File: config.mk
export PLATFORM = sky130hd
export DESIGN_NAME = bus_decode
export DESIGN_NICKNAME = d
export VERILOG_FILES = /design/src/verilog/mem_subsys_pkg.sv /design/src/verilog/bus_decode.sv
export SDC_FILE = /design/constraint.sdc
export NUM_CORES = 1
export LEC_CHECK = 0
export ABC_AREA = 1
export BUFFER_PORTS_ARGS = -buffer_cell sky130_fd_sc_hd__clkbuf_2
export CAP_MARGIN = 20
export CORE_MARGIN = 5
export CORE_UTILIZATION = 25
export DETAILED_ROUTE_END_ITERATION = 6
export GPL_TIMING_DRIVEN = 0
export PLACE_DENSITY_LB_ADDON = 0.25
export SLEW_MARGIN = 20
export SYNTH_ARGS = -nofsm -noshare
export SYNTH_HDL_FRONTEND = slang
export SYNTH_SLANG_ARGS = --single-unit
File: constraint.sdc
create_clock -name clk_i -period 2.5 [get_ports clk_i]
set_input_delay 0.375 -clock clk_i [delete_from_list [all_inputs] [get_ports clk_i]]
set_output_delay 0.375 -clock clk_i [all_outputs]
set_load 0.05 [all_outputs]
File: src/verilog/mem_subsys_pkg.sv
`default_nettype none

package mem_subsys_pkg;

  ////////////////////////////////////////////////////////////
  // Address map
  ////////////////////////////////////////////////////////////

  localparam logic [31:0] RAM_BASE      = 32'h4000_0000;
  localparam int          RAM_WORDS     = 1024;
  localparam int          RAM_AW        = $clog2(RAM_WORDS);
  localparam logic [31:0] TIMER_LO_ADDR = 32'h3000_0000;
  localparam logic [31:0] TIMER_HI_ADDR = 32'h3000_0004;

  // Emulated RAM latency, registered request to acknowledge
  localparam int RAM_DELAY = 16;

  // Tag and page values compared against the decoded address
  localparam logic [31-RAM_AW-2:0] RAM_TAG    = RAM_BASE[31:RAM_AW+2];
  localparam logic [27:0]          TIMER_PAGE = TIMER_LO_ADDR[31:4];

  // Region codes of a registered request
  localparam logic [1:0] REGION_NONE = 2'd0;
  localparam logic [1:0] REGION_RAM  = 2'd1;
  localparam logic [1:0] REGION_TLO  = 2'd2;
  localparam logic [1:0] REGION_THI  = 2'd3;

  ////////////////////////////////////////////////////////////
  // Serial loader
  ////////////////////////////////////////////////////////////

  localparam int                CLKS_PER_BIT = 16;
  localparam int                BIT_CW       = $clog2(CLKS_PER_BIT);
  localparam logic [BIT_CW-1:0] BIT_MID      = BIT_CW'(CLKS_PER_BIT / 2 - 1);
  localparam logic [BIT_CW-1:0] BIT_LAST     = BIT_CW'(CLKS_PER_BIT - 1);
  localparam logic [7:0]        PROG_START   = 8'h50;

  // Receiver states
  localparam logic [1:0] RX_IDLE  = 2'd0;
  localparam logic [1:0] RX_START = 2'd1;
  localparam logic [1:0] RX_DATA  = 2'd2;
  localparam logic [1:0] RX_STOP  = 2'd3;

  // Loader states
  localparam logic [1:0] LD_IDLE = 2'd0;
  localparam logic [1:0] LD_LEN  = 2'd1;
  localparam logic [1:0] LD_DATA = 2'd2;

  // One bus address, seen as a RAM word or as an IO register
  typedef union packed {
    struct packed {
      logic [31-RAM_AW-2:0] tag;
      logic [RAM_AW-1:0]    word;
      logic [1:0]           byte_off;
    } ram;
    struct packed {
      logic [27:0] page;
      logic [3:0]  reg_off;
    } io;
  } mem_addr_u;

endpackage

`default_nettype wire

File: src/verilog/bus_decode.sv
`timescale 1ns/1ps
`default_nettype none

module bus_decode (
  input  logic                              clk_i,
  input  logic                              rst_n,
  input  logic                              wb_cyc_i,
  input  logic                              wb_stb_i,
  input  logic                              wb_we_i,
  input  logic [3:0]                        wb_sel_i,
  input  logic [31:0]                       wb_adr_i,
  input  logic [31:0]                       wb_dat_i,
  input  logic                              sys_hold,
  input  logic                              ram_done,
  input  logic [31:0]                       ram_rdata,
  input  logic [31:0]                       tmr_rdata,
  output logic [31:0]                       wb_dat_o,
  output logic                              wb_ack_o,
  output logic                              ram_start,
  output logic [3:0]                        ram_we_strb,
  output logic [mem_subsys_pkg::RAM_AW-1:0] ram_addr,
  output logic [31:0]                       ram_wdata,
  output logic                              tmr_rd,
  output logic                              tmr_hi
);

  mem_subsys_pkg::mem_addr_u adr_in;
  mem_subsys_pkg::mem_addr_u adr_q;
  logic [1:0]                region_in;
  logic [1:0]                region_q;
  logic                      req_busy;
  logic                      accept;
  logic                      we_q;
  logic [3:0]                sel_q;
  logic [31:0]               dat_q;

  assign adr_in = wb_adr_i;

  // Region classification
  always_comb begin
    if (adr_in.ram.tag == mem_subsys_pkg::RAM_TAG) begin
      region_in = mem_subsys_pkg::REGION_RAM;
    end else if (adr_in.io.page == mem_subsys_pkg::TIMER_PAGE &&
                 adr_in.io.reg_off == mem_subsys_pkg::TIMER_LO_ADDR[3:0]) begin
      region_in = mem_subsys_pkg::REGION_TLO;
    end else if (adr_in.io.page == mem_subsys_pkg::TIMER_PAGE &&
                 adr_in.io.reg_off == mem_subsys_pkg::TIMER_HI_ADDR[3:0]) begin
      region_in = mem_subsys_pkg::REGION_THI;
    end else begin
      region_in = mem_subsys_pkg::REGION_NONE;
    end
  end

  // New request only when idle and the loader is not holding the system
  assign accept    = wb_cyc_i & wb_stb_i & ~req_busy & ~sys_hold;
  assign ram_start = accept & (region_in == mem_subsys_pkg::REGION_RAM);

  always_ff @(posedge clk_i) begin
    if (!rst_n) begin
      req_busy <= 1'b0;
      wb_ack_o <= 1'b0;
      tmr_rd   <= 1'b0;
    end else begin
      // RAM waits for the latency stage, everything else answers next cycle
      wb_ack_o <= req_busy & ~wb_ack_o &
                  ((region_q == mem_subsys_pkg::REGION_RAM) ? ram_done : 1'b1);
      tmr_rd   <= accept & ~wb_we_i &
                  ((region_in == mem_subsys_pkg::REGION_TLO) ||
                   (region_in == mem_subsys_pkg::REGION_THI));
      if (accept) begin
        req_busy <= 1'b1;
      end else if (wb_ack_o) begin
        req_busy <= 1'b0;
      end
    end
  end

  // Request payload
  always_ff @(posedge clk_i) begin
    if (accept) begin
      adr_q    <= adr_in;
      region_q <= region_in;
      we_q     <= wb_we_i;
      sel_q    <= wb_sel_i;
      dat_q    <= wb_dat_i;
    end
  end

  assign ram_addr    = adr_q.ram.word;
  assign ram_wdata   = dat_q;
  assign ram_we_strb = (req_busy && we_q && region_q == mem_subsys_pkg::REGION_RAM) ?
                       sel_q : 4'b0000;
  assign tmr_hi      = (adr_q.io.reg_off == mem_subsys_pkg::TIMER_HI_ADDR[3:0]);

  // Read data by registered region, unmapped reads give zero
  always_comb begin
    case (region_q)
      mem_subsys_pkg::REGION_RAM: wb_dat_o = ram_rdata;
      mem_subsys_pkg::REGION_TLO: wb_dat_o = tmr_rdata;
      mem_subsys_pkg::REGION_THI: wb_dat_o = tmr_rdata;
      default:                    wb_dat_o = 32'h0;
    endcase
  end

endmodule

`default_nettype wire

* Word-level counts from Yosys, hierarchy flattened
Cells that the tools add are included.
Storage, ports and cells: output and inout bits 82, bits in registers 54, logic and storage cells 46
Operators by class: reductions and logical operators 8, bitwise operators 12, equality and inequality tests 10, muxes and demuxes 8
Operator list (number):
- case mux 32 bit (2 select lines) | 1
- equality test 28 x 26 -> 1 bit, second input constant | 1
- equality test 20 x 19 -> 1 bit, second input constant | 1
- bitwise AND 1 bit | 8
- equality test 2 bit, second input constant | 4
- equality test 4 x 3 -> 1 bit, second input constant | 2
- 2-to-1 mux 2 bit | 3
- equality test 2 x 1 -> 1 bit, second input constant | 2
- logical AND 1 bit | 4
- logical NOT 4 bit | 1
- 2-to-1 mux 4 bit | 1
- inverter 1 bit | 4
- 2-to-1 mux 1 bit | 3
- nonzero test 2 bit | 1
- OR reduction 2 bit | 1
- logical OR 1 bit | 1

* Longest topological paths before layout
Gate-level depths: netlist of run 1.
depth in word-level cells 8, gate-level depth with buffers 8

* Least setup slack after synthesis of run 1
OpenSTA, ideal clock, no wires.
path kind register to output, from register adr_q[1] (netlist name), to output tmr_hi, data arrival time 1.906 ns, data required time 2.125 ns, setup slack 0.219 ns, cell stages (with the launch flop) 2, path through edfxtp_1 -> nor4_1
Between the ends: longest elaborated chain between the ends 1
Ends and longest elaborated chain:
- start, declared | RTL line bus_decode.sv:28 | mem_subsys_pkg::mem_addr_u adr_q;
- start signal, assigned | RTL line bus_decode.sv:81 | adr_q <= adr_in;
- equality test 4 x 3 -> 1 bit | RTL line bus_decode.sv:93 | assign tmr_hi = (adr_q.io.reg_off == mem_subsys_pkg::TIMER_HI_ADDR[3:0]);
- end, declared | RTL line bus_decode.sv:24 | output logic tmr_hi
Every way passes these cells.

* Worst setup path in the final report of run 1
from register region_q[1], to output ram_we_strb[1]
Between the ends: longest elaborated chain between the ends 3
Ends and longest elaborated chain:
- start, declared | RTL line bus_decode.sv:30 | logic [1:0] region_q;
- start signal, assigned | RTL line bus_decode.sv:82 | region_q <= region_in;
- equality test 2 x 1 -> 1 bit | RTL line bus_decode.sv:91 | assign ram_we_strb = (req_busy && we_q && region_q == mem_subsys_pkg::REGION_RAM) ?
- logical AND 1 bit | RTL line bus_decode.sv:91
- 2-to-1 mux 4 bit | RTL line bus_decode.sv:91
- end, declared | RTL line bus_decode.sv:20 | output logic [3:0] ram_we_strb,
Every way passes these cells.

==> run metrics, run 1 <==
status=complete, no violations; Post-synth EDFFs=51; Post-CTS Hold Fix Bufs=0; layout cell share with drive strength beyond 1=a little over three fifths; sw power=about 600 uW; CTS tree=done; switching part of the total power=29.8%; post-synthesis sequential area ratio=a little over two thirds; post-place setup slack=approximately 710 ps; worst slew pin tran=400 ps; worst vdd ir=0.322 mV; Compound-Gate Fraction of Synth Area=12.8%; final net count=roughly 540; pwr dens=between 500 and 600 nW/um^2; drt drc=0; final WL=about 7200 um; Top Metal Used=met4; # resized after CTS=0; Diodes inserted=0; multiplexer share of the synthesized area=0%; Setup Fix Bufs, Post-CTS=0; synth top area cells=edfxtp_1 67%, a22o_1 12%, nor2_1 4.6%; clk slew on worst S/H paths=about 100 ps; fin area=around 3600 um^2; Final Slew Violations=0; routed vias=around 2100; Final ANT Viol Nets=0; die width=between 100 and 150 um; vias per inst=between 4 and 5; drt first pass iters=4; #FFs+latches synth=54; Pleak=~1.8 nW; gp weighted congestion=0.802; Met3 Wirelength=roughly 760 um; Synth Area in Simple Gates=a little under a tenth; Syn Nets=307; top-area cell type share of the netlist area=around two thirds; predominant post-synthesis flop cell=edfxtp_1; setup repair after global routing missed its margin=no; final setup vio count=0; All-Layer GR Usage=around an eighth; Cell variety after synth=18; Synth Area in Adders=0%; crit end category=output pin; min cycle time layout=1980 ps; io pins=221; # rows=34; MaxCap Viol Count=0; Pwr Total=a little under 2 mW; cell count after synthesis=around 170; Num Clock Sinks=54; Hold WS=~240 ps; area leader, netlist=edfxtp_1; Post-Synth XOR/XNOR Area=0%; fmax=roughly 0.50 GHz; effective utilization at floorplan=between 20 and 30%; WP data arrival=1610 ps; Max FO, Critical Path=6; vias in the first global route=2175; Mapped Area=about 2300 um^2; Max Root-Sink Buffers=2; asr flop ratio synth=0%; Cell Area, Placed=roughly 3500 um^2; CTS Buf Count=5; initial antenna violation count=0; Slew Limit Headroom=around three quarters; CP required=around 2100 ps; Seq pwr share=a little over half; period utilization=around four fifths; met1 WL=about 2400 um; critical path class=reg2out; first-pass GRT wire length=between 10000 and 15000 um; Hold Crit Class=in2reg; Area Growth Syn to Fin=59.3%; clock network power share=between 20% and 30%; clk_skew=about 14 ps; synth warn=0; die area=~11000 um^2; Core Area=~8800 um^2; Hold Vio Cnt, Final=0; Die Ht=105 um; post-route setup TNS=0 ps; met2 WL=around 4000 um; DR iter-0 viols=80; clk_lat worst skew=about 300 ps; pin count of the biggest net entering global routing=37; Logic pwr share=a little under a quarter; Buffers on Ports=220; Post-synth top cells=51 x edfxtp_1, 32 x a22o_1, 28 x nor2_1, 16 x nand2_1, 11 x buf_4; H-tree depth=2; most frequent cell after synthesis=edfxtp_1; main combinational cell family by area after synthesis=compound AO/OA/AOI/OAI gates; Mean Syn Cell Area=13.5 um^2; CTS root buf=clkbuf_8; final setup margin=517 ps; routed len/inst=approximately 14 um; Cell Int Power=1.38 mW; crit start category=register; reg-to-reg setup timing slack=roughly 900 ps; gr ovfl total=0; HPWL after detailed placement=6240 um
## power by group through the flow
stage | Clock (mW) | Combinational [mW] | Sequential (mW)
2_1_floorplan | 0 | 0.221 | 1.10
6_report | 0.487 | 0.446 | 1.03
5_1_grt | 0.552 | 0.475 | 1.03
3_5_place_dp | 0 | 0.452 | 1.05
4_1_cts | 0.501 | 0.452 | 1.03
3_3_place_gp | 0 | 0.445 | 1.05
## registers in the layout, indices dropped and copies added, names as in the netlist
name / flops
adr_q: 12
tmr_rd: 1
ram_wdata: 32
we_q: 1
wb_ack_o: 1
sel_q: 4
req_busy: 1
region_q: 2
## final cells by class
| cell class | instances | area (um^2) |
|---|---|---|
| tap | 108 | 135 |
| inverter | 12 | 47.5 |
| buffer | 17 | 131 |
| fill | 875 | 5190 |
| timing repair buffer | 221 | 1120 |
| multi-input combinational | 85 | 499 |
| clock inverter | 2 | 16.3 |
| sequential | 54 | 1590 |
| clock buffer | 6 | 72.6 |
## critical path: stages, from the launching register on
cell      delay [ps]
edfxtp_1         360
buf_4            160
inv_2             60
nand2_4           50
inv_4             90
nand3_1          140
nor2_1           150
clkbuf_2         300
## layout by cell type, fill, tap and decap left out, types with 2 or more instances in the layout
cell,count
dfxtp_1,3
nand3_1,3
clkbuf_8,5
nand2_1,16
inv_1,9
buf_4,11
edfxtp_1,51
a22o_1,32
buf_6,3
clkbuf_2,220
buf_2,3
inv_2,2
nor2_1,28
## logic make-up (layout without fill, tap and decap cells)
kind of cell,after synthesis,after routing
AND/OR/NAND/NOR,51,51
flip-flops,54,54
AO/OA/AOI/OAI,34,34
buffers and inverters,29,258
## metrics by stage
step | util (%) | std cells
after detailed placement | 40.0 | 497
after global placement | 39.8 | 496
after global routing | 41.0 | 505
after CTS | 41.0 | 505
after floorplan | - | 168
final | 41.0 | 505
## per-layer routing
layer  up-vias  global-route usage [%]
met5         -                       0
met4         0                    3.09
met3         5                    4.71
met2       120                    25.0
met1       913                    11.2
li1       1059                       -
## final timing paths
check / from / end / cells after the start
setup / recovery: region_q[1]$_DFFE_PP_ / ram_we_strb[1] / 7
hold / removal: wb_dat_i[28] / ram_wdata[28]$_DFFE_PP_ / 1
setup reg to reg: req_busy$_SDFFE_PN0P_ / tmr_rd$_SDFF_PN0_ / 6
hold reg to reg: req_busy$_SDFFE_PN0P_ / wb_ack_o$_SDFF_PN0_ / 2
No activity file was read; power rests on OpenSTA's default activity.
==> run 2, diff against run 1 <==
ABC_AREA = 0   (was 1)
clock period = 2.1 ns   (was 2.5 ns; I/O delays follow)
==> run metrics, run 2 <==
status=complete, no violations; CP max stage delay=480 ps (+120 ps); Worst R2R Path Depth=1 (-5); most frequent cell after synthesis=edfxtp_1; post-route setup TNS=0 ps (unchanged); clk_lat worst skew=300 ps (about the same); Mean Syn Cell Area=16.0 um^2 (+19%); Max Root-Sink Buffers=2 (unchanged); Num Clock Sinks=54 (unchanged); Max FO, Critical Path=4 (-2); synth warn=0 (unchanged); CP required=1780 ps (-340 ps); Post-synth EDFFs=51 (unchanged); Cell variety after synth=23 (+5); Die Ht=104 um (-1.5%); Buffers on Ports=220 (unchanged); HPWL after detailed placement=6550 um (+4.9%); Finished Core Util=42.7% (+1.6 points); Cell Chain, Critical Path=clkbuf_2 > nor4_4 > nand4_1 > or4_4 > nor2_2 > buf_6; # rows=34 (unchanged); min cycle time layout=about 2000 ps; top-area cell type share of the netlist area=69.8% (+2.3 points); die width=104 um (-1.5%); WHS Endpoint=ram_wdata[20]$_DFFE_PP_; final net count=505 (-5.6%); Final ANT Viol Nets=0 (unchanged); synth top area cells=edfxtp_1 70%, a22o_1 13%, buf_4 3.4%; worst vdd ir=0.430 mV (+33%); worst slew pin tran=760 ps (+360 ps); Area Growth Syn to Fin=68.1%; fmax=between 0.5 and 0.6 GHz; period utilization=a little over nine tenths; drt first pass iters=4 (unchanged); H-tree depth=2 (unchanged); most common cell after layout, fill and taps aside=clkbuf_2; cell count after synthesis=137 (-18%); switching part of the total power=24.4% (-5.4 points); clk_skew=3.74 ps (-10.2 ps); routed len/inst=16.9 um (+18%); Hold Vio Cnt, Final=0 (unchanged); Slew Limit Headroom=49.3% (-24 points); final WL=8030 um (+11%); area leader, netlist=edfxtp_1; Hold Crit Class=in2reg; gr ovfl total=0 (unchanged); io pins=221 (unchanged); final setup margin=129 ps (-388 ps); CTS root buf=clkbuf_8; critical path's slowest cell=or4_4; CP delay by family, top=simple AND/OR/NAND/NOR gates; hold depth=1 (unchanged); vias in the first global route=2305 (+6.0%); Hold WS=187 ps (-49.6 ps); Largest register FFs=32 (unchanged); RR Endpoint=ram_wdata[29]$_DFFE_PP_; most frequent cells in the layout=186 x clkbuf_2, 51 x edfxtp_1, 34 x clkbuf_4; Post-synth top cells=51 x edfxtp_1, 32 x a22o_1, 10 x buf_4, 5 x clkbuf_1, 5 x nor4_1; final setup vio count=0 (unchanged); #FFs+latches synth=54 (unchanged); CTS Buf Count=5 (unchanged); predominant post-synthesis flop cell=edfxtp_1; Pleak=1.75 nW (-2.4%); layout cell share with drive strength beyond 1=68.6% (+5.6 points); reg-to-reg setup timing slack=550 ps (-330 ps); post-synthesis sequential area ratio=72.6% (+2.4 points); fill count=839 (-4.1%); Diodes inserted=0 (unchanged); worst r2r src=req_busy$_SDFFE_PN0P_; gp weighted congestion=0.787 (-1.9%); pwr dens=612 nW/um^2 (+13%); Pwr Total=2.25 mW (+15%); setup repair after global routing missed its margin=no; crit start category=input port; critical path class=in2out; min-delay src=wb_dat_i[20]; effective utilization at floorplan=25.4% (-0.38 points); Syn Nets=276 (-10%); Final Slew Violations=0 (unchanged); Seq pwr share=54.1% (+1.7 points); Logic pwr share=16.6% (-6.2 points); sw power=550 uW (-5.8%); clk slew on worst S/H paths=90 ps (about the same); Mapped Area=2190 um^2 (-3.4%); clock network power share=29.2% (+4.3 points); Post-CTS Hold Fix Bufs=0 (unchanged); WP data arrival=1660 ps (+50 ps); die area=10700 um^2 (-3.0%); Core Area=8640 um^2 (-1.9%); pin count of the biggest net entering global routing=28 (-24%); crit end category=output pin; initial antenna violation count=0 (unchanged); first-pass GRT wire length=12300 um (+14%); vias per inst=4.44 (+6.8%); MaxCap Viol Count=0 (unchanged); post-place setup slack=-223 ps (-931 ps); asr flop ratio synth=0% (unchanged); DR iter-0 viols=70 (-13%); drt drc=0 (unchanged); CTS tree=done; Bufs and invs on worst path=2 (-2); routed vias=2103 (+0.29%); All-Layer GR Usage=14.3% (+2.0 points); Cell Int Power=1.71 mW (+24%)
[run 2: cell count changes after synthesis, moves of 4 or more]
cell      delta
nor2_1      -24
nand2_1     -14
inv_1        -8
nor4_1       +4
clkbuf_1     +5
and2_1       +4
[run 2: layout make-up]
class,instances,area [um^2],area share (%)
well taps,108,135,3.67
clock buffers,5,68.8,1.87
plain buffers,17,116,3.16
repair buffers,222,1200,32.7
multi-input cells,64,528,14.3
clock inverters,2,33.8,0.916
flip-flops and latches,54,1590,43.2
inverters,2,7.51,0.204
[run 2: worst max path at each step]
stage / slack (ps) / cells after the start / start / endpoint
2_1_floorplan: -30 / 3 / sys_hold / ram_start
3_3_place_gp: -210 / 6 / wb_adr_i[20] / ram_start
3_5_place_dp: -220 / 6 / wb_adr_i[20] / ram_start
4_1_cts: 10 / 4 / req_busy$_SDFFE_PN0P_ / ram_start
5_1_grt: 40 / 4 / req_busy$_SDFFE_PN0P_ / ram_start
6_report: 130 / 6 / wb_adr_i[20] / ram_start
[run 2: logic make-up after synthesis]
logic type	synth area share (%)
buffers and inverters	5.31
DFF	72.6
and+or+nand+nor	8.33
AOI/OAI and AO/OA	13.8
[run 2: repair_timing]
| action | CTS | global route |
|---|---|---|
| pin swaps | 1 | 1 |
| gates resized for setup | 41 | 4 |
| gates cloned | 1 | 0 |
| setup endpoints to repair | 37 | 29 |
| setup buffers | 0 | 2 |
[run 2: through the flow]
stage                     std cells  instance area (um^2)
after floorplan                 137                  2200
after global placement          465                  3440
after detailed placement        465                  3440
after CTS                       472                  3660
after global routing            474                  3690
final                           474                  3690
[run 2: metal layers]
layer,wire length (um),GRT usage [%]
met5,0,0
met4,65,3.05
met3,1010,7.03
met2,4150,26.6
met1,2810,14.3
[run 2: power by group through the flow]
stage               registers [mW]  clock network (mW)  logic (mW)
floorplan                     1.31                   0       0.122
global placement              1.24                   0       0.361
detailed placement            1.24                   0       0.365
CTS                           1.22               0.688       0.380
global route                  1.22               0.730       0.401
finish                        1.22               0.659       0.375
